<file path="config.mk">
export PLATFORM = sky130hd
export DESIGN_NAME = GpioTop
export DESIGN_NICKNAME = d
export VERILOG_FILES = /design/src/hw/GpioPkg.sv /design/src/hw/GpioBusDecode.sv /design/src/hw/GpioCsr.sv /design/src/hw/GpioPinDrive.sv /design/src/hw/GpioTop.sv
export SDC_FILE = /design/constraint.sdc
export NUM_CORES = 1
export LEC_CHECK = 0
export ABC_CLOCK_PERIOD_IN_PS = 3100
export BUFFER_PORTS_ARGS = -buffer_cell sky130_fd_sc_hd__buf_2
export CORE_ASPECT_RATIO = 1.4
export CORE_MARGIN = 8
export CORE_UTILIZATION = 41
export CTS_CLUSTER_DIAMETER = 200
export DETAILED_ROUTE_END_ITERATION = 8
export PLACE_DENSITY_LB_ADDON = 0.12
export SETUP_SLACK_MARGIN = 0.2
export SYNTH_ARGS = -nofsm -noshare
export SYNTH_HDL_FRONTEND = slang
export SYNTH_SLANG_ARGS = --single-unit
</file>
<file path="constraint.sdc">
create_clock -name iSCLK -period 3.1 [get_ports iSCLK]
set_input_delay 0.62 -clock iSCLK [delete_from_list [all_inputs] [get_ports iSCLK]]
set_output_delay 0.62 -clock iSCLK [all_outputs]
set_load 0.05 [all_outputs]
</file>
<file path="src/hw/GpioPkg.sv">
// GPIO shared definitions
package GpioPkg;

	// --------------------
	// Sizes and bus fields
	// --------------------
	// Widest GPIO count, one half-word per set/clear mask
	localparam int cGpioMaxWidth = 16;

	// Write flag position in the address word
	localparam int cWrFlagBit = 30;

	// Register offsets
	localparam logic [15:0] cOfsEn        = 16'h0000;
	localparam logic [15:0] cOfsAltMode   = 16'h0004;
	localparam logic [15:0] cOfsOut       = 16'h0008;
	localparam logic [15:0] cOfsOutSetClr = 16'h000C;
	localparam logic [15:0] cOfsIn        = 16'h0010;

	// Read select codes
	localparam logic [2:0] cSelEn      = 3'd0;
	localparam logic [2:0] cSelAltMode = 3'd1;
	localparam logic [2:0] cSelOut     = 3'd2;
	localparam logic [2:0] cSelIn      = 3'd4;

	// --------------------
	// Types
	// --------------------
	// Set/clear view of the write word
	typedef struct packed {
		logic [15:0] setMask;
		logic [15:0] clrMask;
	} gpioSetClrT;

	// One write word, plain value or mask pair
	typedef union packed {
		logic [31:0] raw;
		gpioSetClrT  setClr;
	} gpioWdT;

	// Decode to CSR
	typedef struct packed {
		logic       wrEn;
		logic       wrAlt;
		logic       wrOut;
		logic       wrSetClr;
		logic       rdHit;
		logic [2:0] rdSel;
		gpioWdT     wd;
	} csrAccessT;

	// CSR to pin drive, low pGpioWidth bits meaningful
	typedef struct packed {
		logic [cGpioMaxWidth-1:0] oe;
		logic [cGpioMaxWidth-1:0] altMode;
		logic [cGpioMaxWidth-1:0] outData;
	} pinCtrlT;

endpackage

</file>
<file path="src/hw/GpioBusDecode.sv">
// GPIO bus decode
`timescale 1ns/1ps

module GpioBusDecode #(
	parameter logic [7:0] pBlockMap = 8'h01
)(
	input  logic [31:0]        usiAdrs,
	input  logic [31:0]        usiWd,
	output GpioPkg::csrAccessT access
);

	// --------------------
	// Address fields
	// --------------------
	logic        wrFlag;
	logic        blockHit;
	logic [15:0] ofs;

	assign wrFlag   = usiAdrs[GpioPkg::cWrFlagBit];
	// Block select in bits 23..16
	assign blockHit = (usiAdrs[23:16] == pBlockMap);
	assign ofs      = usiAdrs[15:0];

	// --------------------
	// Strobe generation
	// --------------------
	always_comb
	begin
		access        = '0;
		// Write word passes through untouched
		access.wd.raw = usiWd;
		if (blockHit)
		begin
			if (wrFlag)
			begin
				// One strobe per write cycle
				case (ofs)
					GpioPkg::cOfsEn:        access.wrEn     = 1'b1;
					GpioPkg::cOfsAltMode:   access.wrAlt    = 1'b1;
					GpioPkg::cOfsOut:       access.wrOut    = 1'b1;
					GpioPkg::cOfsOutSetClr: access.wrSetClr = 1'b1;
					default:                access.wrEn     = 1'b0;
				endcase
			end
			else
			begin
				// Set/clear is write-only, no read hit
				case (ofs)
					GpioPkg::cOfsEn:
					begin
						access.rdHit = 1'b1;
						access.rdSel = GpioPkg::cSelEn;
					end
					GpioPkg::cOfsAltMode:
					begin
						access.rdHit = 1'b1;
						access.rdSel = GpioPkg::cSelAltMode;
					end
					GpioPkg::cOfsOut:
					begin
						access.rdHit = 1'b1;
						access.rdSel = GpioPkg::cSelOut;
					end
					GpioPkg::cOfsIn:
					begin
						access.rdHit = 1'b1;
						access.rdSel = GpioPkg::cSelIn;
					end
					default:
						access.rdHit = 1'b0;
				endcase
			end
		end
	end

endmodule

</file>
<file path="src/hw/GpioCsr.sv">
// GPIO control and status registers
`timescale 1ns/1ps

module GpioCsr #(
	parameter int pGpioWidth = 5
)(
	input  logic                                iSCLK,
	input  logic                                iSRST,
	input  GpioPkg::csrAccessT                  access,
	input  logic [GpioPkg::cGpioMaxWidth-1:0]   gpioSync,
	output GpioPkg::pinCtrlT                    pinCtrl,
	output logic [31:0]                         usiRd
);

	// Low pGpioWidth bits set
	localparam logic [GpioPkg::cGpioMaxWidth-1:0] cWidthMask =
		{GpioPkg::cGpioMaxWidth{1'b1}} >> (GpioPkg::cGpioMaxWidth - pGpioWidth);

	// --------------------
	// Register file
	// --------------------
	logic [GpioPkg::cGpioMaxWidth-1:0] rEn;
	logic [GpioPkg::cGpioMaxWidth-1:0] rAltMode;
	logic [GpioPkg::cGpioMaxWidth-1:0] rOut;

	// Write value clipped to the pin count
	logic [GpioPkg::cGpioMaxWidth-1:0] wdMasked;
	// Output data after set then clear
	logic [GpioPkg::cGpioMaxWidth-1:0] outSetClr;

	assign wdMasked  = access.wd.raw[GpioPkg::cGpioMaxWidth-1:0] & cWidthMask;
	// Clear wins where both masks hit
	assign outSetClr = ((rOut | access.wd.setClr.setMask) & ~access.wd.setClr.clrMask)
		& cWidthMask;

	always_ff @(posedge iSCLK)
	begin
		if (iSRST)
		begin
			// Enable comes up on for every pin
			rEn      <= cWidthMask;
			rAltMode <= '0;
			rOut     <= '0;
		end
		else
		begin
			if (access.wrEn)
			begin
				rEn <= wdMasked;
			end
			if (access.wrAlt)
			begin
				rAltMode <= wdMasked;
			end
			// Plain write and set/clear never share a cycle
			if (access.wrOut)
			begin
				rOut <= wdMasked;
			end
			else if (access.wrSetClr)
			begin
				rOut <= outSetClr;
			end
		end
	end

	// Registers straight to the pin stage
	assign pinCtrl.oe      = rEn;
	assign pinCtrl.altMode = rAltMode;
	assign pinCtrl.outData = rOut;

	// --------------------
	// Read mux
	// --------------------
	logic [GpioPkg::cGpioMaxWidth-1:0] rdValue;

	always_comb
	begin
		case (access.rdSel)
			GpioPkg::cSelEn:      rdValue = rEn;
			GpioPkg::cSelAltMode: rdValue = rAltMode;
			GpioPkg::cSelOut:     rdValue = rOut;
			GpioPkg::cSelIn:      rdValue = gpioSync & cWidthMask;
			default:              rdValue = '0;
		endcase
	end

	// Registered one cycle, held on a miss
	always_ff @(posedge iSCLK)
	begin
		if (iSRST)
		begin
			usiRd <= '0;
		end
		else if (access.rdHit)
		begin
			usiRd <= {{(32 - GpioPkg::cGpioMaxWidth){1'b0}}, rdValue};
		end
	end

endmodule

</file>
<file path="src/hw/GpioPinDrive.sv">
// GPIO pin drive and input sync
`timescale 1ns/1ps

module GpioPinDrive #(
	parameter int pGpioWidth = 5
)(
	input  logic                              iSCLK,
	input  logic                              iSRST,
	input  GpioPkg::pinCtrlT                  pinCtrl,
	input  logic [pGpioWidth-1:0]             gpioIn,
	input  logic [pGpioWidth-1:0]             altOut,
	output logic [pGpioWidth-1:0]             gpioOut,
	output logic [pGpioWidth-1:0]             gpioOe,
	output logic [GpioPkg::cGpioMaxWidth-1:0] gpioSync
);

	// --------------------
	// Output path
	// --------------------
	logic [pGpioWidth-1:0] oeBits;
	logic [pGpioWidth-1:0] altBits;
	logic [pGpioWidth-1:0] outSel;

	assign oeBits  = pinCtrl.oe[pGpioWidth-1:0];
	assign altBits = pinCtrl.altMode[pGpioWidth-1:0];

	// Alternate function per bit, register data otherwise
	assign outSel  = (altBits & altOut) | (~altBits & pinCtrl.outData[pGpioWidth-1:0]);

	// Disabled pins drive low
	assign gpioOut = outSel & oeBits;
	assign gpioOe  = oeBits;

	// --------------------
	// Input synchronizer
	// --------------------
	logic [pGpioWidth-1:0] rSync1;
	logic [pGpioWidth-1:0] rSync2;

	always_ff @(posedge iSCLK)
	begin
		if (iSRST)
		begin
			rSync1 <= '0;
			rSync2 <= '0;
		end
		else
		begin
			// Two stages against metastability
			rSync1 <= gpioIn;
			rSync2 <= rSync1;
		end
	end

	// Zero above the pin count
	always_comb
	begin
		gpioSync                   = '0;
		gpioSync[pGpioWidth-1:0]   = rSync2;
	end

endmodule

</file>
<file path="src/hw/GpioTop.sv">
// GPIO subsystem top
`timescale 1ns/1ps

module GpioTop #(
	parameter logic [7:0] pBlockMap  = 8'h01,
	parameter int         pGpioWidth = 5
)(
	input  logic                  iSCLK,
	input  logic                  iSRST,
	// Bus side
	input  logic [31:0]           usiAdrs,
	input  logic [31:0]           usiWd,
	output logic [31:0]           usiRd,
	// Pin side
	input  logic [pGpioWidth-1:0] gpioIn,
	input  logic [pGpioWidth-1:0] altOut,
	output logic [pGpioWidth-1:0] gpioOut,
	output logic [pGpioWidth-1:0] gpioOe,
	output logic [pGpioWidth-1:0] altMode
);

	// --------------------
	// Stage links
	// --------------------
	GpioPkg::csrAccessT                access;
	GpioPkg::pinCtrlT                  pinCtrl;
	logic [GpioPkg::cGpioMaxWidth-1:0] gpioSync;

	// Alternate mode out to the external function mux
	assign altMode = pinCtrl.altMode[pGpioWidth-1:0];

	// Decode stage
	GpioBusDecode #(
		.pBlockMap (pBlockMap)
	) uDecode (
		.usiAdrs (usiAdrs),
		.usiWd   (usiWd),
		.access  (access)
	);

	// Execute stage
	GpioCsr #(
		.pGpioWidth (pGpioWidth)
	) uCsr (
		.iSCLK    (iSCLK),
		.iSRST    (iSRST),
		.access   (access),
		.gpioSync (gpioSync),
		.pinCtrl  (pinCtrl),
		.usiRd    (usiRd)
	);

	// Result stage
	GpioPinDrive #(
		.pGpioWidth (pGpioWidth)
	) uPinDrive (
		.iSCLK    (iSCLK),
		.iSRST    (iSRST),
		.pinCtrl  (pinCtrl),
		.gpioIn   (gpioIn),
		.altOut   (altOut),
		.gpioOut  (gpioOut),
		.gpioOe   (gpioOe),
		.gpioSync (gpioSync)
	);

endmodule

</file>
; ---- Yosys cells after proc, flatten, opt, wreduce, memory -nomap -nowiden
; Cells that the tools add are included.
[classes]
n_eq_ne = 8
reduce_logical = 4
muxes = 12
bitwise = 8
[op_table]
columns = op, n
row1 = $eq A16 B4 Y1 const B, 2
row2 = $and A5 B5 Y5, 4
row3 = $pmux W5 S4, 1
row4 = $eq A16 B3 Y1 const B, 1
row5 = $eq A16 B5 Y1 const B, 1
row6 = $logic_not A16 Y1, 1
row7 = $mux W5, 2
row8 = $not A5 Y5, 2
row9 = $or A5 B5 Y5, 2
row10 = $pmux W3 S3, 1
row11 = $eq A8 B1 Y1 const B, 1
row12 = $mux W4, 2
row13 = $mux W8, 1
row14 = $mux W1, 5
row15 = $reduce_or A4 Y1, 1
row16 = $eq A3 B1 Y1 const B, 1
row17 = $eq A3 B2 Y1 const B, 1
row18 = $eq A3 B3 Y1 const B, 1
row19 = $logic_not A3 Y1, 1
row20 = $reduce_bool A2 Y1, 1
[word_totals]
reg_bits = 41
word_cells = 38

; ---- Logic depth before layout (Yosys ltp)
[logic_depth]
word_depth = 7
mapped_depth = 7
depth_no_buf = 5

; ---- Cells and area by module
; A second synthesis with hierarchy kept.
[unflattened]
cells_unflattened = 274
area_unflattened_um2 = 2321.0
[by_module_without_submodules]
columns = mod, seq_area_each_um2, cells_per_inst, n_inst, area_per_inst_um2
row1 = GpioCsr, 400.4, 169, 1, 1450.1
row2 = GpioPinDrive, 200.2, 47, 1, 467.9
row3 = GpioBusDecode, 0.0, 58, 1, 402.9

; ---- Worst setup path before layout
; No wires, ideal clock.
[synth_timing]
path_type = input port to flip-flop
from = input usiAdrs[9]
to = register uCsr.rOut[4] (netlist bit)
setup_time_ps = 122
setup_slack_ps = 757
t_arrival_ps = 2221
path_stages = 6
cell_sequence = or4_4 > nor4_4 > and4_1 > buf_4 > a2111oi_1 > a311o_1
[synth_between]
elab_chain_len = 5
[synth_rtl]
columns = item, line_no
row1 = "start, declared", GpioTop.sv:11  ; input logic [31:0] usiAdrs,
row2 = $eq A16 B4 Y1, GpioBusDecode.sv:37  ; case (ofs)
row3 = $mux W1, GpioBusDecode.sv:37
row4 = $mux W4 (*), GpioBusDecode.sv:34  ; if (wrFlag)
row5 = $mux W8 (*), GpioBusDecode.sv:32  ; if (blockHit)
row6 = $mux W5 or $reduce_bool A2 Y1 (tied branches), --
row7 = "end signal, assigned", GpioCsr.sv:58  ; rOut <= wdMasked;
row8 = "end signal, assigned", GpioCsr.sv:62  ; rOut <= outSetClr;
row9 = "end, declared", GpioCsr.sv:24  ; logic [GpioPkg::cGpioMaxWidth-1:0] rOut;
; Every way passes the cells marked *; elsewhere a longest branch is shown, timed or not.
; A chain may end at the register's enable or synchronous reset.

; ---- Final worst setup path
[layout_timing]
from = input usiAdrs[9]
to = register uCsr.rAltMode[0] (netlist bit)
[layout_between]
elab_chain_len = 4
[layout_rtl]
columns = item, line_no
row1 = $eq A16 B3 Y1, GpioBusDecode.sv:37
row2 = $mux W1, GpioBusDecode.sv:37
row3 = $mux W4, GpioBusDecode.sv:34
row4 = $mux W8, GpioBusDecode.sv:32
row5 = "end signal, assigned", GpioCsr.sv:53  ; rAltMode <= wdMasked;
row6 = "end, declared", GpioCsr.sv:23  ; logic [GpioPkg::cGpioMaxWidth-1:0] rAltMode;
; Every way passes these cells.

==> results.ini <==
[detailed_routing]
drtIter0Drc=73
wl_met1_um=1890
drt_pass1_iterations=5
vias=1594
wl_um=4700
routed.top_layer=met4
ant_nets=0
dr_wl_met2_um=2300
dr_wl_met3_um=460
post_drt_wl_per_cell_um=15.1
drc=0
viasPerCell=5.13

[clocking]
clock_latency_ns=0.27
clkSlewWorstSetupHoldPaths_ns=0.06
clock-sinks=30
cts_resized=0
hold_buffers=0
postCtsSetupBuffers=0
cts_tree=done
numCtsBuffers=5
root_buffer=clkbuf_8
htreeDepth=2
clk_path_buf_depth=2

[synth]
synth_area_um2=1780
synth_cells=209
syn_area_per_cell_um2=8.51
ys_warn_count=0
ys_ff_latch=30
synthDistinctLibCells=39
ys_seq_area_share_pct=33.8

[worst_setup_path]
worstSetupEndpointType=register
path_buf_inv=1
slowest_stage=or4_4
cp_cell_sequence=buf_2, or4_4, nor4_4, nand4_1, mux2i_1, nor2_1
cp-start-kind=input pin
crit_fanout=7
crit_arrival_ns=2.51
crit_type=in2reg
crit_required_ns=3.23
cp_slowest_stage_delay_ns=0.55
crit_family=simple AND/OR/NAND/NOR gates

[run_status]
status=finished clean

[layout]
drive_gt1_share_pct=29.7
layout_commonest_cell=buf_2
layout_common_cells=buf_2, dfxtp_1, conb_1
nets=341
fin_cells=311
utilization_pct=48.9
areaGrowthSynthToFinish_pct=15.6
n_antenna_cell=0

[pwr]
p_leak_nw=0.949
power_density_nw_per_um2=412
vdd_ir_drop_max_mv=0.234

[timing]
slew_violations=0
tns_ns=0
period_minus_slack_ns=2.37
relSlewSlack_pct=56.7
worst-slew-pin-transition_ns=0.650
fmax_ghz=0.421
whs_ns=0.434
hold_viol_final=0
rsz0062_at_grt=no
finalSetupViolations=0
finClkSkew_ns=0.00116
fin_crit_sh_pct=76.5

[placement]
gp_congestion=0.809
portBuffers=66
placed_cells=303
dp_hpwl_um=3650

[floorplan]
die_y_um=93.9
dieArea_um2=6730
io_pins=123
core-area_um2=4200
num_rows=28
die_x_um=71.7
start_util_pct=42.3

[grt]
grt.total_usage_pct=14.1
antenna_found_initial=0
grt_pass1_vias=1550
grt_max_degree=38
grt_overflow=0
grt_pass1_wl_um=7600

[flow_run]
max-cap-violations=0

[hold_path]
min_path_type=reg2reg

## layer usage
metal | up-vias | track usage, %
li1 | 785 | -
met1 | 734 | 15.8
met2 | 71 | 23.2
met3 | 4 | 5.98
met4 | 0 | 5.13
met5 | - | 0
## final timing paths
path,from,end,slack (ns),depth (start not counted)
hold reg to reg,uPinDrive.rSync1[4],uPinDrive.rSync2[4],0.43,1
hold / removal,uPinDrive.rSync1[4],uPinDrive.rSync2[4],0.43,1
setup reg to reg,uCsr.rAltMode[1],uCsr.usiRd[1],2.12,3
setup / recovery,usiAdrs[9],uCsr.rAltMode[0],0.73,6
## cell type report
class	count	area [µm²]
Fill cell	466	2150
Inverter	10	37.5
Clock buffer	7	86.3
Clock inverter	1	5.00
Sequential cell	30	601
Timing Repair Buffer	68	345
Multi-Input combinational cell	150	926
Tap cell	45	56.3
## synth_stat cells
cell	instances	area [µm²]
a211o_1	4	35.0
a21oi_1	11	55.1
or4_1	3	22.5
nor3_1	2	10.0
or3_1	5	31.3
a21o_1	5	37.5
and3b_1	1	8.76
a311o_1	1	10.0
nor2b_1	17	106
and2_0	1	6.26
clkbuf_1	6	22.5
nor4_1	3	18.8
xor2_1	1	8.76
nand4_1	2	12.5
nand2_1	5	18.8
dfxtp_1	30	601
nand3_1	2	10.0
conb_1	1	3.75
buf_4	38	285
a2111oi_1	1	10.0
nor4_4	1	21.3
o2111ai_1	1	8.76
nand4_2	1	12.5
o21ai_0	10	50.1
or4b_1	1	10.0
and2_1	2	12.5
mux2i_1	10	100
a22o_1	5	43.8
and4_1	1	8.76
buf_2	1	5.00
a22oi_1	1	7.51
a31oi_1	4	25.0
or4_4	1	11.3
or2_0	1	6.26
inv_1	10	37.5
nor2_1	14	52.6
nor3_2	1	10.0
o32ai_1	4	35.0
o211ai_1	1	7.51
## flip-flops by register name (all words and copies together), names as in the netlist
register          flops
uPinDrive.rSync2      5
uCsr.rOut             5
uPinDrive.rSync1      5
uCsr.usiRd            5
uCsr.rAltMode         5
uCsr.rEn              5
## cells by family (layout without fill, tap and decap cells)
kind of cell	count (synthesis)	count (layout)	synth area share, %
xor+xnor	1	1	0.492
flops	30	30	33.8
simple gates	64	64	21.9
compound gates	48	48	18.3
other cells	1	27	0.211
buf+inv	55	86	19.7
mux	10	10	5.63
## power by group
group | switching (mW) | internal (mW) | total (mW) | leakage [nW]
Combinational | 0.103 | 0.0301 | 0.133 | 0.657
Sequential | 0.00103 | 0.391 | 0.392 | 0.244
Clock | 0.144 | 0.179 | 0.322 | 0.0482
Total | 0.248 | 0.600 | 0.848 | 0.949
## stage by stage
step	setup slack, ns	power (mW)	area (µm²)
2_1_floorplan	0.757	0.524	1880
3_3_place_gp	0.439	0.532	1970
3_5_place_dp	0.426	0.534	1970
4_1_cts	0.714	0.858	2060
5_1_grt	0.609	0.892	2060
6_report	0.727	0.848	2060
Note: power is estimated with default switching activity, not from simulation.
